### src/hdl/eth_rx_pkg.sv
package eth_rx_pkg;

    // xgmii control characters, valid only with rxc set on the lane
    localparam logic [7:0] RS_IDLE  = 8'h07;
    localparam logic [7:0] RS_START = 8'hFB;
    localparam logic [7:0] RS_TERM  = 8'hFD;

    // ethernet crc-32, lsb-first (reflected) form
    localparam logic [31:0] CRC_INIT = 32'hFFFF_FFFF;
    localparam logic [31:0] CRC_POLY = 32'hEDB8_8320;

    // bytes of one frame, fcs included
    typedef logic [15:0] frame_len_t;

    // end-of-frame report, done is a single-cycle strobe
    typedef struct packed {
        logic       done;
        logic       crc_ok;
        frame_len_t length;
    } rx_frame_status_t;

    // running totals, all wrap
    typedef struct packed {
        logic [15:0] good_frames;
        logic [15:0] bad_frames;
        logic [31:0] octets;
    } rx_stats_t;

endpackage

### src/hdl/eth_crc32.sv
`timescale 1ns/1ps

module eth_crc32 #(
    parameter int SLICE_LENGTH = 4
) (
    input  logic                      i_clk,
    input  logic                      i_clear,
    input  logic [SLICE_LENGTH*8-1:0] i_data,
    input  logic [SLICE_LENGTH-1:0]   i_valid,
    output logic [31:0]               o_crc
);
    import eth_rx_pkg::*;

    // running remainder, not inverted
    logic [31:0] crc_q;
    // remainder after the current word
    logic [31:0] crc_d;

    // one byte through the reflected polynomial, bit 0 first
    function automatic logic [31:0] crc_byte(
        input logic [31:0] crc_in,
        input logic [7:0]  data
    );
        logic [31:0] c;
        c = crc_in ^ {24'h00_0000, data};
        for (int b = 0; b < 8; b++) begin
            if (c[0]) begin
                c = (c >> 1) ^ CRC_POLY;
            end else begin
                c = c >> 1;
            end
        end
        return c;
    endfunction

    // lanes folded lowest first, so byte order on the wire is kept
    // invalid lanes are skipped, not zero-fed
    always_comb begin
        crc_d = crc_q;
        for (int i = 0; i < SLICE_LENGTH; i++) begin
            if (i_valid[i]) begin
                crc_d = crc_byte(crc_d, i_data[i*8 +: 8]);
            end
        end
    end

    // clear has priority, held high between frames
    always_ff @(posedge i_clk) begin
        if (i_clear) begin
            crc_q <= CRC_INIT;
        end else begin
            crc_q <= crc_d;
        end
    end

    // includes the current word, so the check lands on the same beat
    assign o_crc = ~crc_d;

endmodule

### src/hdl/rx_mac.sv
`timescale 1ns/1ps

module rx_mac #(
    parameter int DATA_WIDTH = 32
) (
    input  logic                          i_clk,
    input  logic                          i_reset,
    input  logic [DATA_WIDTH-1:0]         i_xgmii_rxd,
    input  logic [DATA_WIDTH/8-1:0]       i_xgmii_rxc,
    input  logic                          i_phy_rx_valid,
    output logic [DATA_WIDTH-1:0]         o_axis_tdata,
    output logic [DATA_WIDTH/8-1:0]       o_axis_tkeep,
    output logic                          o_axis_tvalid,
    output logic                          o_axis_tlast,
    output logic                          o_axis_tuser,
    output eth_rx_pkg::rx_frame_status_t  o_status
);
    import eth_rx_pkg::*;

    localparam int NB    = DATA_WIDTH / 8;
    localparam int LANE_W = $clog2(NB);
    localparam int CNT_W = $clog2(NB + 1);

    typedef enum logic {ST_IDLE, ST_DATA} state_t;
    state_t state_q;

    // start detect
    logic          start_0, start_4, start_found;
    logic          start_del_q, start_lane4_q;
    logic [NB-1:0] start_keep;

    // terminate detect
    logic [NB-1:0]     term_loc, term_keep;
    logic              term_found;
    logic [LANE_W-1:0] term_lane;

    // crc path, runs four bytes behind the wire
    logic [DATA_WIDTH-1:0]  rxd_del_q;
    logic [NB-1:0]          keep_del_q;
    logic [DATA_WIDTH+31:0] pend_data;
    logic [NB+3:0]          pend_keep;
    logic [NB-1:0]          crc_valid;
    logic                   crc_clear;
    logic [31:0]            calc_crc, rx_fcs;

    // frame length
    logic [CNT_W-1:0] beat_bytes;
    frame_len_t       len_q, frame_len;

    // lane 0 start is legal on both widths
    assign start_0 = i_phy_rx_valid && i_xgmii_rxc[0] && (i_xgmii_rxd[7:0] == RS_START);

    generate
        if (NB == 8) begin : g_wide
            logic low_idle;
            // lane 4 start only after idle filler in the lower half
            assign low_idle = (&i_xgmii_rxc[3:0]) && (i_xgmii_rxd[31:0] == {4{RS_IDLE}});
            assign start_4 = i_phy_rx_valid && low_idle && i_xgmii_rxc[4]
                             && (i_xgmii_rxd[39:32] == RS_START);
            // lane 4 start leaves preamble and sfd in the lower half of the next beat
            assign start_keep = {4'hF, {4{!start_lane4_q}}};
        end else begin : g_narrow
            assign start_4 = 1'b0;
            // next beat is 55 55 55 d5, nothing to keep
            assign start_keep = '0;
        end
    endgenerate

    assign start_found = start_0 || start_4;

    // per-lane terminate scan, keep covers lanes below the first hit
    always_comb begin
        logic seen;
        seen      = 1'b0;
        term_lane = '0;
        for (int i = 0; i < NB; i++) begin
            term_loc[i] = i_phy_rx_valid && i_xgmii_rxc[i]
                          && (i_xgmii_rxd[i*8 +: 8] == RS_TERM);
            if (term_loc[i] && !seen) begin
                term_lane = LANE_W'(i);
            end
            seen         = seen || term_loc[i];
            term_keep[i] = !seen;
        end
    end

    assign term_found = |term_loc;

    // stream port, straight from the phy word
    assign o_axis_tdata = i_xgmii_rxd;

    always_comb begin
        o_axis_tvalid = 1'b0;
        o_axis_tlast  = 1'b0;
        o_axis_tkeep  = '0;
        if (i_phy_rx_valid && (state_q == ST_DATA)) begin
            if (start_del_q) begin
                o_axis_tkeep  = start_keep;
                o_axis_tvalid = |start_keep;
            end else if (term_found) begin
                // may be keep zero when the terminate sits in lane 0
                o_axis_tkeep  = term_keep;
                o_axis_tvalid = 1'b1;
                o_axis_tlast  = 1'b1;
            end else begin
                o_axis_tkeep  = '1;
                o_axis_tvalid = 1'b1;
            end
        end
    end

    // fsm and start bookkeeping, frozen while the phy strobe is low
    always_ff @(posedge i_clk) begin
        if (i_reset) begin
            state_q       <= ST_IDLE;
            start_del_q   <= 1'b0;
            start_lane4_q <= 1'b0;
            keep_del_q    <= '0;
        end else if (i_phy_rx_valid) begin
            start_del_q   <= (state_q == ST_IDLE) && start_found;
            start_lane4_q <= start_4;
            keep_del_q    <= o_axis_tkeep;
            if ((state_q == ST_IDLE) && start_found) begin
                state_q <= ST_DATA;
            end else if (o_axis_tlast) begin
                state_q <= ST_IDLE;
            end
        end
    end

    // previous word, holds the fcs bytes until the terminate shows up
    always_ff @(posedge i_clk) begin
        if (i_phy_rx_valid) begin
            rxd_del_q <= i_xgmii_rxd;
        end
    end

    // unfed bytes: upper four of the old word, then the current word
    assign pend_data = {i_xgmii_rxd, rxd_del_q[DATA_WIDTH-1 -: 32]};
    assign pend_keep = {o_axis_tkeep, keep_del_q[NB-1 -: 4]};

    // on the last beat the last four pending bytes are the fcs,
    // which leaves exactly the lanes below the terminate for the crc
    always_comb begin
        if (!i_phy_rx_valid) begin
            crc_valid = '0;
        end else if (o_axis_tlast) begin
            crc_valid = term_keep;
        end else begin
            crc_valid = pend_keep[NB-1:0];
        end
    end

    // fcs arrives lsb first
    assign rx_fcs    = pend_data[term_lane*8 +: 32];
    assign crc_clear = (state_q == ST_IDLE);

    eth_crc32 #(
        .SLICE_LENGTH(NB)
    ) u_crc (
        .i_clk   (i_clk),
        .i_clear (crc_clear),
        .i_data  (pend_data[DATA_WIDTH-1:0]),
        .i_valid (crc_valid),
        .o_crc   (calc_crc)
    );

    assign o_axis_tuser = o_axis_tlast && (calc_crc == rx_fcs);

    // kept bytes so far, fcs included
    assign beat_bytes = CNT_W'($countones(o_axis_tkeep));
    assign frame_len  = len_q + frame_len_t'(beat_bytes);

    always_ff @(posedge i_clk) begin
        if (i_reset) begin
            len_q <= '0;
        end else if (o_axis_tvalid) begin
            len_q <= o_axis_tlast ? '0 : frame_len;
        end
    end

    // status one cycle after tlast, done is a pulse
    always_ff @(posedge i_clk) begin
        if (i_reset) begin
            o_status <= '0;
        end else begin
            o_status.done   <= o_axis_tlast;
            o_status.crc_ok <= o_axis_tuser;
            o_status.length <= frame_len;
        end
    end

endmodule

### src/hdl/rx_frame_stats.sv
`timescale 1ns/1ps

module rx_frame_stats (
    input  logic                         i_clk,
    input  logic                         i_reset,
    input  eth_rx_pkg::rx_frame_status_t i_status,
    output eth_rx_pkg::rx_frame_status_t o_status,
    output eth_rx_pkg::rx_stats_t        o_stats
);
    import eth_rx_pkg::*;

    // status copy, done stays a single pulse
    always_ff @(posedge i_clk) begin
        if (i_reset) begin
            o_status <= '0;
        end else begin
            o_status.done <= i_status.done;
            // record fields only on a completed frame
            if (i_status.done) begin
                o_status.crc_ok <= i_status.crc_ok;
                o_status.length <= i_status.length;
            end
        end
    end

    // counters move together with the status copy
    always_ff @(posedge i_clk) begin
        if (i_reset) begin
            o_stats <= '0;
        end else if (i_status.done) begin
            if (i_status.crc_ok) begin
                o_stats.good_frames <= o_stats.good_frames + 16'd1;
            end else begin
                o_stats.bad_frames <= o_stats.bad_frames + 16'd1;
            end
            // bad frames count octets too
            o_stats.octets <= o_stats.octets + 32'(i_status.length);
        end
    end

endmodule

### src/hdl/eth_rx_top.sv
`timescale 1ns/1ps

module eth_rx_top #(
    parameter int DATA_WIDTH = 32
) (
    input  logic                         i_clk,
    input  logic                         i_reset,
    input  logic [DATA_WIDTH-1:0]        i_xgmii_rxd,
    input  logic [DATA_WIDTH/8-1:0]      i_xgmii_rxc,
    input  logic                         i_phy_rx_valid,
    output logic [DATA_WIDTH-1:0]        o_axis_tdata,
    output logic [DATA_WIDTH/8-1:0]      o_axis_tkeep,
    output logic                         o_axis_tvalid,
    output logic                         o_axis_tlast,
    output logic                         o_axis_tuser,
    output eth_rx_pkg::rx_frame_status_t o_status,
    output eth_rx_pkg::rx_stats_t        o_stats
);
    import eth_rx_pkg::*;

    // per-frame pulse from the mac
    rx_frame_status_t mac_status;

    rx_mac #(
        .DATA_WIDTH(DATA_WIDTH)
    ) u_rx_mac (
        .i_clk          (i_clk),
        .i_reset        (i_reset),
        .i_xgmii_rxd    (i_xgmii_rxd),
        .i_xgmii_rxc    (i_xgmii_rxc),
        .i_phy_rx_valid (i_phy_rx_valid),
        .o_axis_tdata   (o_axis_tdata),
        .o_axis_tkeep   (o_axis_tkeep),
        .o_axis_tvalid  (o_axis_tvalid),
        .o_axis_tlast   (o_axis_tlast),
        .o_axis_tuser   (o_axis_tuser),
        .o_status       (mac_status)
    );

    // registered status and counters, one more cycle
    rx_frame_stats u_rx_frame_stats (
        .i_clk    (i_clk),
        .i_reset  (i_reset),
        .i_status (mac_status),
        .o_status (o_status),
        .o_stats  (o_stats)
    );

endmodule

### config.mk
export PLATFORM = sky130hd
export DESIGN_NAME = eth_rx_top
export DESIGN_NICKNAME = d
export VERILOG_FILES = /design/src/hdl/eth_rx_pkg.sv /design/src/hdl/eth_crc32.sv /design/src/hdl/rx_mac.sv /design/src/hdl/rx_frame_stats.sv /design/src/hdl/eth_rx_top.sv
export SDC_FILE = /design/constraint.sdc
export NUM_CORES = 1
export LEC_CHECK = 0
export BUFFER_PORTS_ARGS = -buffer_cell sky130_fd_sc_hd__buf_4
export CAP_MARGIN = 20
export CORE_ASPECT_RATIO = 0.5
export CORE_MARGIN = 2
export CORE_UTILIZATION = 35
export CTS_CLUSTER_SIZE = 16
export DETAILED_ROUTE_END_ITERATION = 10
export HOLD_SLACK_MARGIN = 0.1
export PLACE_DENSITY = 0.52
export SLEW_MARGIN = 20
export SYNTH_ARGS = -nofsm -noshare
export SYNTH_HDL_FRONTEND = slang
export SYNTH_SLANG_ARGS = --single-unit
### constraint.sdc
create_clock -name i_clk -period 11.1 [get_ports i_clk]
set_clock_uncertainty 0.15 [all_clocks]
set_input_delay 1.665 -clock i_clk [delete_from_list [all_inputs] [get_ports i_clk]]
set_output_delay 1.665 -clock i_clk [all_outputs]
set_load 0.01 [all_outputs]
Word level (Yosys, flattened, before mapping)
Cells that the tools add are included.

Register bits after elaboration: 186. Bits in latches: 0. Memory bits (writable): 0. Bits in read-only memories: 0. Output and inout port bits: 121. Word-level logic and storage cells: 175. Memories: 0.

Add/subtract/negate cells: 7. Multiply operators: 0. Div/mod/pow operators: 0. Order comparisons: 0. Equality and inequality tests: 6. Shift-type cells: 1. Multiplexer cells: 80. Bitwise gates (word level): 39. Reduce and logical (&&, ||, !) cells: 27.

Operators with widths (count): $mux 32 (64); $not 13->14 (32); $xor 32x8->32 (4); $shiftx 64x6->32 (1); $eq 8x8->1 const B (5); $add 16x1->16 const B (2); $add 32x16->32 (1); $eq 32x32->1 (1); $not 32->32 (1); $mux 4 (5); $add 16x3->16 (1); $mux 16 (1); $logic_and 1x1->1 (15); $mux 1 (8); $reduce_and 2->1 (3); $add 1x1->2 (2); $logic_not 1->1 (4); $mux 2 (2); $reduce_or 4->1 (1); $add 3x3->3 (1); $logic_or 1x1->1 (3); $not 1->1 (2); $reduce_bool 2->1 (1).

Longest topological paths before layout
Depth in word-level cells: 108. Mapped depth: 26. Depth with buffers taken out: 25.

By module
A second synthesis with hierarchy kept.

Cells, all modules: 1733. Area, all modules: 15444.8 um2.

Modules (own cells, without submodules): eth_crc32 (instances 1, cells an instance 757, area an instance 6673.9 um2); rx_mac (instances 1, cells an instance 508, area an instance 4668.2 um2); rx_frame_stats (instances 1, cells an instance 468, area an instance 4102.7 um2).

Worst setup path after synthesis
OpenSTA, ideal clock, no wires.

Path type: input-to-output. From: input i_phy_rx_valid. To: output o_axis_tuser. Arrival: 7.193 ns. Slack: 2.092 ns. Stages: 23. Cell sequence: buf_6 -> nand4b_1 -> nor4_4 -> or4_1 -> buf_4 -> o21ai_2 -> buf_6 -> mux2i_4 -> xnor2_4 -> xnor3_1 -> a21oi_1 -> xnor3_1 -> xor2_1 -> o21ai_0 -> and4b_1 -> buf_4 -> xnor2_4 -> xnor3_1 -> xnor2_1 -> a222oi_1 -> nor4b_2 -> nand4_1 -> nor3_1.

Longest elaborated chain between the ends: 75. Elaborated cells between the ends (all ways): 108. Those cells by class: 1 x eq/ne; 1 x shift; 57 x mux; 28 x bitwise; 21 x reduce/logical.

Ends and longest elaborated chain: start, declared (RTL line eth_rx_top.sv:10) `input logic i_phy_rx_valid,`; $logic_and 1x1->1 (RTL line rx_mac.sv:77) `term_loc[i] = i_phy_rx_valid && i_xgmii_rxc[i]`; $logic_and 1x1->1 (RTL line rx_mac.sv:78) `&& (i_xgmii_rxd[i*8 +: 8] == RS_TERM);`; $reduce_or 4->1 (RTL line rx_mac.sv:87) `assign term_found = |term_loc;`; $mux 1 (RTL line rx_mac.sv:100) `end else if (term_found) begin`; $mux 1 (RTL line rx_mac.sv:97) `if (start_del_q) begin`; $mux 1 (RTL line rx_mac.sv:96) `if (i_phy_rx_valid && (state_q == ST_DATA)) begin`; $mux 4 (RTL line rx_mac.sv:147) `end else if (o_axis_tlast) begin`; $mux 4 (RTL line rx_mac.sv:145) `if (!i_phy_rx_valid) begin`; [... 59 more ...]; $not 13->14 (no source line) or $mux 32 (tied branches); $mux 32, on equally long branches (RTL line eth_crc32.sv:27, eth_crc32.sv:41); $mux 32 or $not 13->14 (tied branches); $mux 32 (RTL line eth_crc32.sv:27) `if (c[0]) begin`; $mux 32 (RTL line eth_crc32.sv:41) `if (i_valid[i]) begin`; $not 32->32 (RTL line eth_crc32.sv:57) `assign o_crc = ~crc_d;`; $eq 32x32->1 (RTL line rx_mac.sv:168) `assign o_axis_tuser = o_axis_tlast && (calc_crc == rx_fcs);`; $logic_and 1x1->1 * (RTL line rx_mac.sv:168); end, declared (RTL line eth_rx_top.sv:15) `output logic o_axis_tuser,`.

Every way passes the cells marked *; elsewhere a longest branch is shown, timed or not. The select of a mux whose other input is x is not followed.

Final worst setup path
Same ends and word-level chain as after synthesis.

==> flow_summary.yaml <==
worst_setup_path:
  slowest_delay_ns: 0.74
  reg2reg_setup_slack_ns: 3.04
  cp-startpoint: "i_phy_rx_valid"
  critical_path.reg2reg.startpoint: "u_rx_mac.state_q$_SDFFE_PP0P_"
  worst-r2r-cell-count: 21
  worst_path_class_setup: "in -> out"
  path_max_fanout: 13
  worstSetupStartpointType: "input pin"
  crit_required_ns: 9.29
  timing.critical_path.arrival_ns: 8.78
  cp-endpoint: "o_axis_tuser"
  cell_chain_critical_path: "buf_4 > nand3b_2 > nor4_1 > or4_1 > o21ai_4 > buf_4 > mux2i_2 > xnor2_2 > xnor3_1 > mux2i_1 > or2_1 > xnor3_1 > o22ai_2 > xor2_2 > xnor3_1 > xnor2_1 > xnor2_1 > a31oi_1 > nor4b_2 > nand4_1 > nor3_1 > buf_4"
  rr_endpoint: "u_rx_mac.o_status[16]$_SDFF_PP0_"
  setup.worst_path.end_class: "output port"
  critical-path-slowest-cell: "sky130_fd_sc_hd__or4_1"
timing:
  whs_ns: 0.312
  tns_ns: 0
  drv_slew: 0
  hold_viol_final: 0
  final_period_minus_worst_setup_slack_ns: 10.59
  relSlewSlack: 0.211
  rsz0062_at_grt: "false"
  achievable-frequency_mhz: 94.4
  final-setup-viol-count: 0
  final.period_utilization: 0.954
  tightestPinTransition_ns: 1.17
synth:
  sequential_fraction_of_the_synthesis_area: 0.271
  synthesized_flop_and_latch_total: 186
  syn_area_mm2: 0.0149
  ys_dominant_reg_cell: "sky130_fd_sc_hd__dfxtp_1"
  yosysUniqueCellTypes: 98
  synthCells: 1710
  yosys_warnings: 0
  postSynthAreaPerCell_um2: 8.74
  number_of_synthesized_flops_with_an_enable_pin: 32
  asr_flop_ratio_synth: 0
  syn_nets: 1776
clocking:
  ctsRootBufferMaster: "sky130_fd_sc_hd__clkbuf_16"
  post_cts_resize_count: 0
  cts_hold_buffers: 0
  worst_setup_hold_path_clk_slew_ns: 0.06
  cts_tree: "built"
  cts_buffers: 17
  clock_insertion_delay_worst_skew_ns: 0.45
  post-cts-setup-buffer-count: 0
  cts_buffer_depth: 2
  tritoncts_num_sinks: 186
  h-tree-depth: 4
power_and_ir_drop:
  powerDensity_mw_per_mm2: 107
  worst_ir_drop_vdd_mv: 0.107
  design_power_total_w: 0.00183
  p_leak_nw: 6.69
die:
  starting_utilization_of_the_core_area: 0.356
  coreArea_mm2: 0.0420
  fp.dieH_um: 150
  die-width_um: 296
  rows: 53
  top_level_ports: 160
  die_area_mm2: 0.0445
global_route:
  grt_pass1_wl_um: 75500
  first_global_vias: 11800
  grt_antenna_before_repair: 0
  grt_max_degree: 80
  grt_remaining_overflow: 0
  total_routing_usage_reported_by_global_routing: 0.228
placed_design:
  io_buffer_count: 159
  place_hpwl_um: 39800
  gp_congestion: 0.982
  placed_cells_incl_taps: 2370
drt:
  postRouteAntennaNets: 0
  drt_wl_total_um: 50600
  first_iter_violations: 971
  num_vias: 12600
  drc_errors: 0
  routed_wire_per_std_cell_um: 21.1
  post_drt_via_cell_ratio: 5.25
  detail_route.first_pass.iterations: 5
status:
  result_of_the_run: "completed"
finish:
  post_layout_nonfiller_instances: 2402
  seqCellArea_mm2: 0.00404
  mostFrequentLayoutCells: "sky130_fd_sc_hd__xnor2_1, sky130_fd_sc_hd__nor2_1, sky130_fd_sc_hd__buf_4"
  antenna_cells: 0
  share_of_layout_cells_above_drive_strength_1: 0.167
  n_fill_cell: 4247
  layout_commonest_cell: "sky130_fd_sc_hd__xnor2_1"
  layout.nets: 1879
  fin_util: 0.409
  flow.area_growth_from_synthesis_pct: 15.0
  multiInputGateArea_mm2: 0.0102
job:
  maxCapViolations: 0
worst_hold_path:
  min_path_type: "reg -> reg"
[synth_stat cells, types with 5 or more instances]
cell type | instances | area share
sky130_fd_sc_hd__inv_1 | 37 | 0.0093
sky130_fd_sc_hd__nand2b_1 | 9 | 0.0038
sky130_fd_sc_hd__clkbuf_1 | 52 | 0.013
sky130_fd_sc_hd__a21o_1 | 8 | 0.0040
sky130_fd_sc_hd__o21ai_0 | 77 | 0.026
sky130_fd_sc_hd__xnor2_4 | 5 | 0.0092
sky130_fd_sc_hd__mux2_2 | 15 | 0.011
sky130_fd_sc_hd__nor3_1 | 18 | 0.0060
sky130_fd_sc_hd__nand2_1 | 137 | 0.034
sky130_fd_sc_hd__nor2_1 | 212 | 0.053
sky130_fd_sc_hd__and2_1 | 12 | 0.0050
sky130_fd_sc_hd__nor2b_1 | 16 | 0.0067
sky130_fd_sc_hd__a211oi_1 | 13 | 0.0065
sky130_fd_sc_hd__and3_1 | 29 | 0.012
sky130_fd_sc_hd__buf_1 | 21 | 0.0053
sky130_fd_sc_hd__a21oi_1 | 106 | 0.035
sky130_fd_sc_hd__a21boi_0 | 6 | 0.0030
sky130_fd_sc_hd__nand4_1 | 23 | 0.0096
sky130_fd_sc_hd__buf_4 | 35 | 0.018
sky130_fd_sc_hd__xor2_1 | 104 | 0.061
sky130_fd_sc_hd__dfxtp_1 | 154 | 0.21
sky130_fd_sc_hd__or3_1 | 15 | 0.0063
sky130_fd_sc_hd__xnor2_2 | 11 | 0.012
sky130_fd_sc_hd__and4_1 | 5 | 0.0029
sky130_fd_sc_hd__nand3_1 | 34 | 0.011
sky130_fd_sc_hd__nor3b_1 | 8 | 0.0040
sky130_fd_sc_hd__nor4_1 | 12 | 0.0050
sky130_fd_sc_hd__ha_1 | 24 | 0.020
sky130_fd_sc_hd__mux2i_1 | 96 | 0.064
sky130_fd_sc_hd__xnor2_1 | 225 | 0.13
sky130_fd_sc_hd__a31oi_1 | 5 | 0.0021
sky130_fd_sc_hd__mux4_2 | 5 | 0.0075
sky130_fd_sc_hd__edfxtp_1 | 32 | 0.064
sky130_fd_sc_hd__o211ai_1 | 12 | 0.0060
sky130_fd_sc_hd__xnor3_1 | 27 | 0.041
[state kept, by name, summed over array words and instances, names as in the netlist]
| signal | cells |
|---|---|
| u_rx_mac.state_q | 1 |
| u_rx_frame_stats.o_status | 18 |
| u_rx_mac.keep_del_q | 4 |
| u_rx_mac.len_q | 16 |
| u_rx_mac.rxd_del_q | 32 |
| u_rx_mac.start_del_q | 1 |
| u_rx_mac.o_status | 18 |
| u_rx_frame_stats.o_stats | 64 |
| u_rx_mac.u_crc.crc_q | 32 |
[cell families after synthesis]
kind of cell	count (synthesis)	synth area share
compound gates	285	0.118
xor+xnor	383	0.271
simple gates	553	0.176
fa+ha+maj	27	0.0241
flops	186	0.271
mux	122	0.0905
buf+inv	154	0.0499
[metrics by stage]
stage	area [um2]	setup WS, ns
CTS	17200	0.581
finish	17200	0.505
detailed placement	16600	0.618
floorplan	14900	2.09
global placement	16600	0.565
global route	17200	0.152
[critical path, delay by kind of cell]
| family | cells | cell delay [ns] |
|---|---|---|
| xor+xnor | 7 | 2.88 |
| simple gates | 7 | 2.09 |
| compound gates | 3 | 0.92 |
| buf+inv | 3 | 0.65 |
| mux | 2 | 0.56 |
[final cells by class]
class | instances | area share
inverter | 39 | 0.00852
clock buffer | 20 | 0.0260
multi-input combinational | 1370 | 0.594
timing repair buffer | 199 | 0.0881
clock inverter | 11 | 0.00611
sequential | 186 | 0.235
tap | 577 | 0.0420
[where the power goes]
group | total (W) | switching, W | internal [W]
clock network | 0.000609 | 0.000307 | 0.000301
registers | 0.000719 | 0.0000231 | 0.000696
logic | 0.000504 | 0.000271 | 0.000233
total | 0.00183 | 0.000602 | 0.00123
[how the worst min path moves through the flow]
stage,from,to,slack [ns],cells after the start
3_5_place_dp,u_rx_mac.keep_del_q[1]$_SDFFE_PP0P_,u_rx_mac.keep_del_q[1]$_SDFFE_PP0P_,0.30,2
4_1_cts,u_rx_mac.keep_del_q[1]$_SDFFE_PP0P_,u_rx_mac.keep_del_q[1]$_SDFFE_PP0P_,0.31,2
6_report,u_rx_mac.keep_del_q[1]$_SDFFE_PP0P_,u_rx_mac.keep_del_q[1]$_SDFFE_PP0P_,0.31,2
5_1_grt,u_rx_mac.start_del_q$_SDFFE_PP0P_,u_rx_mac.start_del_q$_SDFFE_PP0P_,0.35,2
2_1_floorplan,u_rx_mac.start_del_q$_SDFFE_PP0P_,u_rx_mac.start_del_q$_SDFFE_PP0P_,0.29,2
3_3_place_gp,u_rx_mac.keep_del_q[1]$_SDFFE_PP0P_,u_rx_mac.keep_del_q[1]$_SDFFE_PP0P_,0.30,2
[layer usage]
metal / vias to the layer above / track usage / wire (um)
li1: 6072 / - / -
met3: 78 / 0.0409 / 3280
met4: 0 / 0.0780 / 1530
met1: 6071 / 0.307 / 22800
met5: - / 0 / 0
met2: 389 / 0.369 / 23000
No activity file was read; power rests on OpenSTA's default activity.
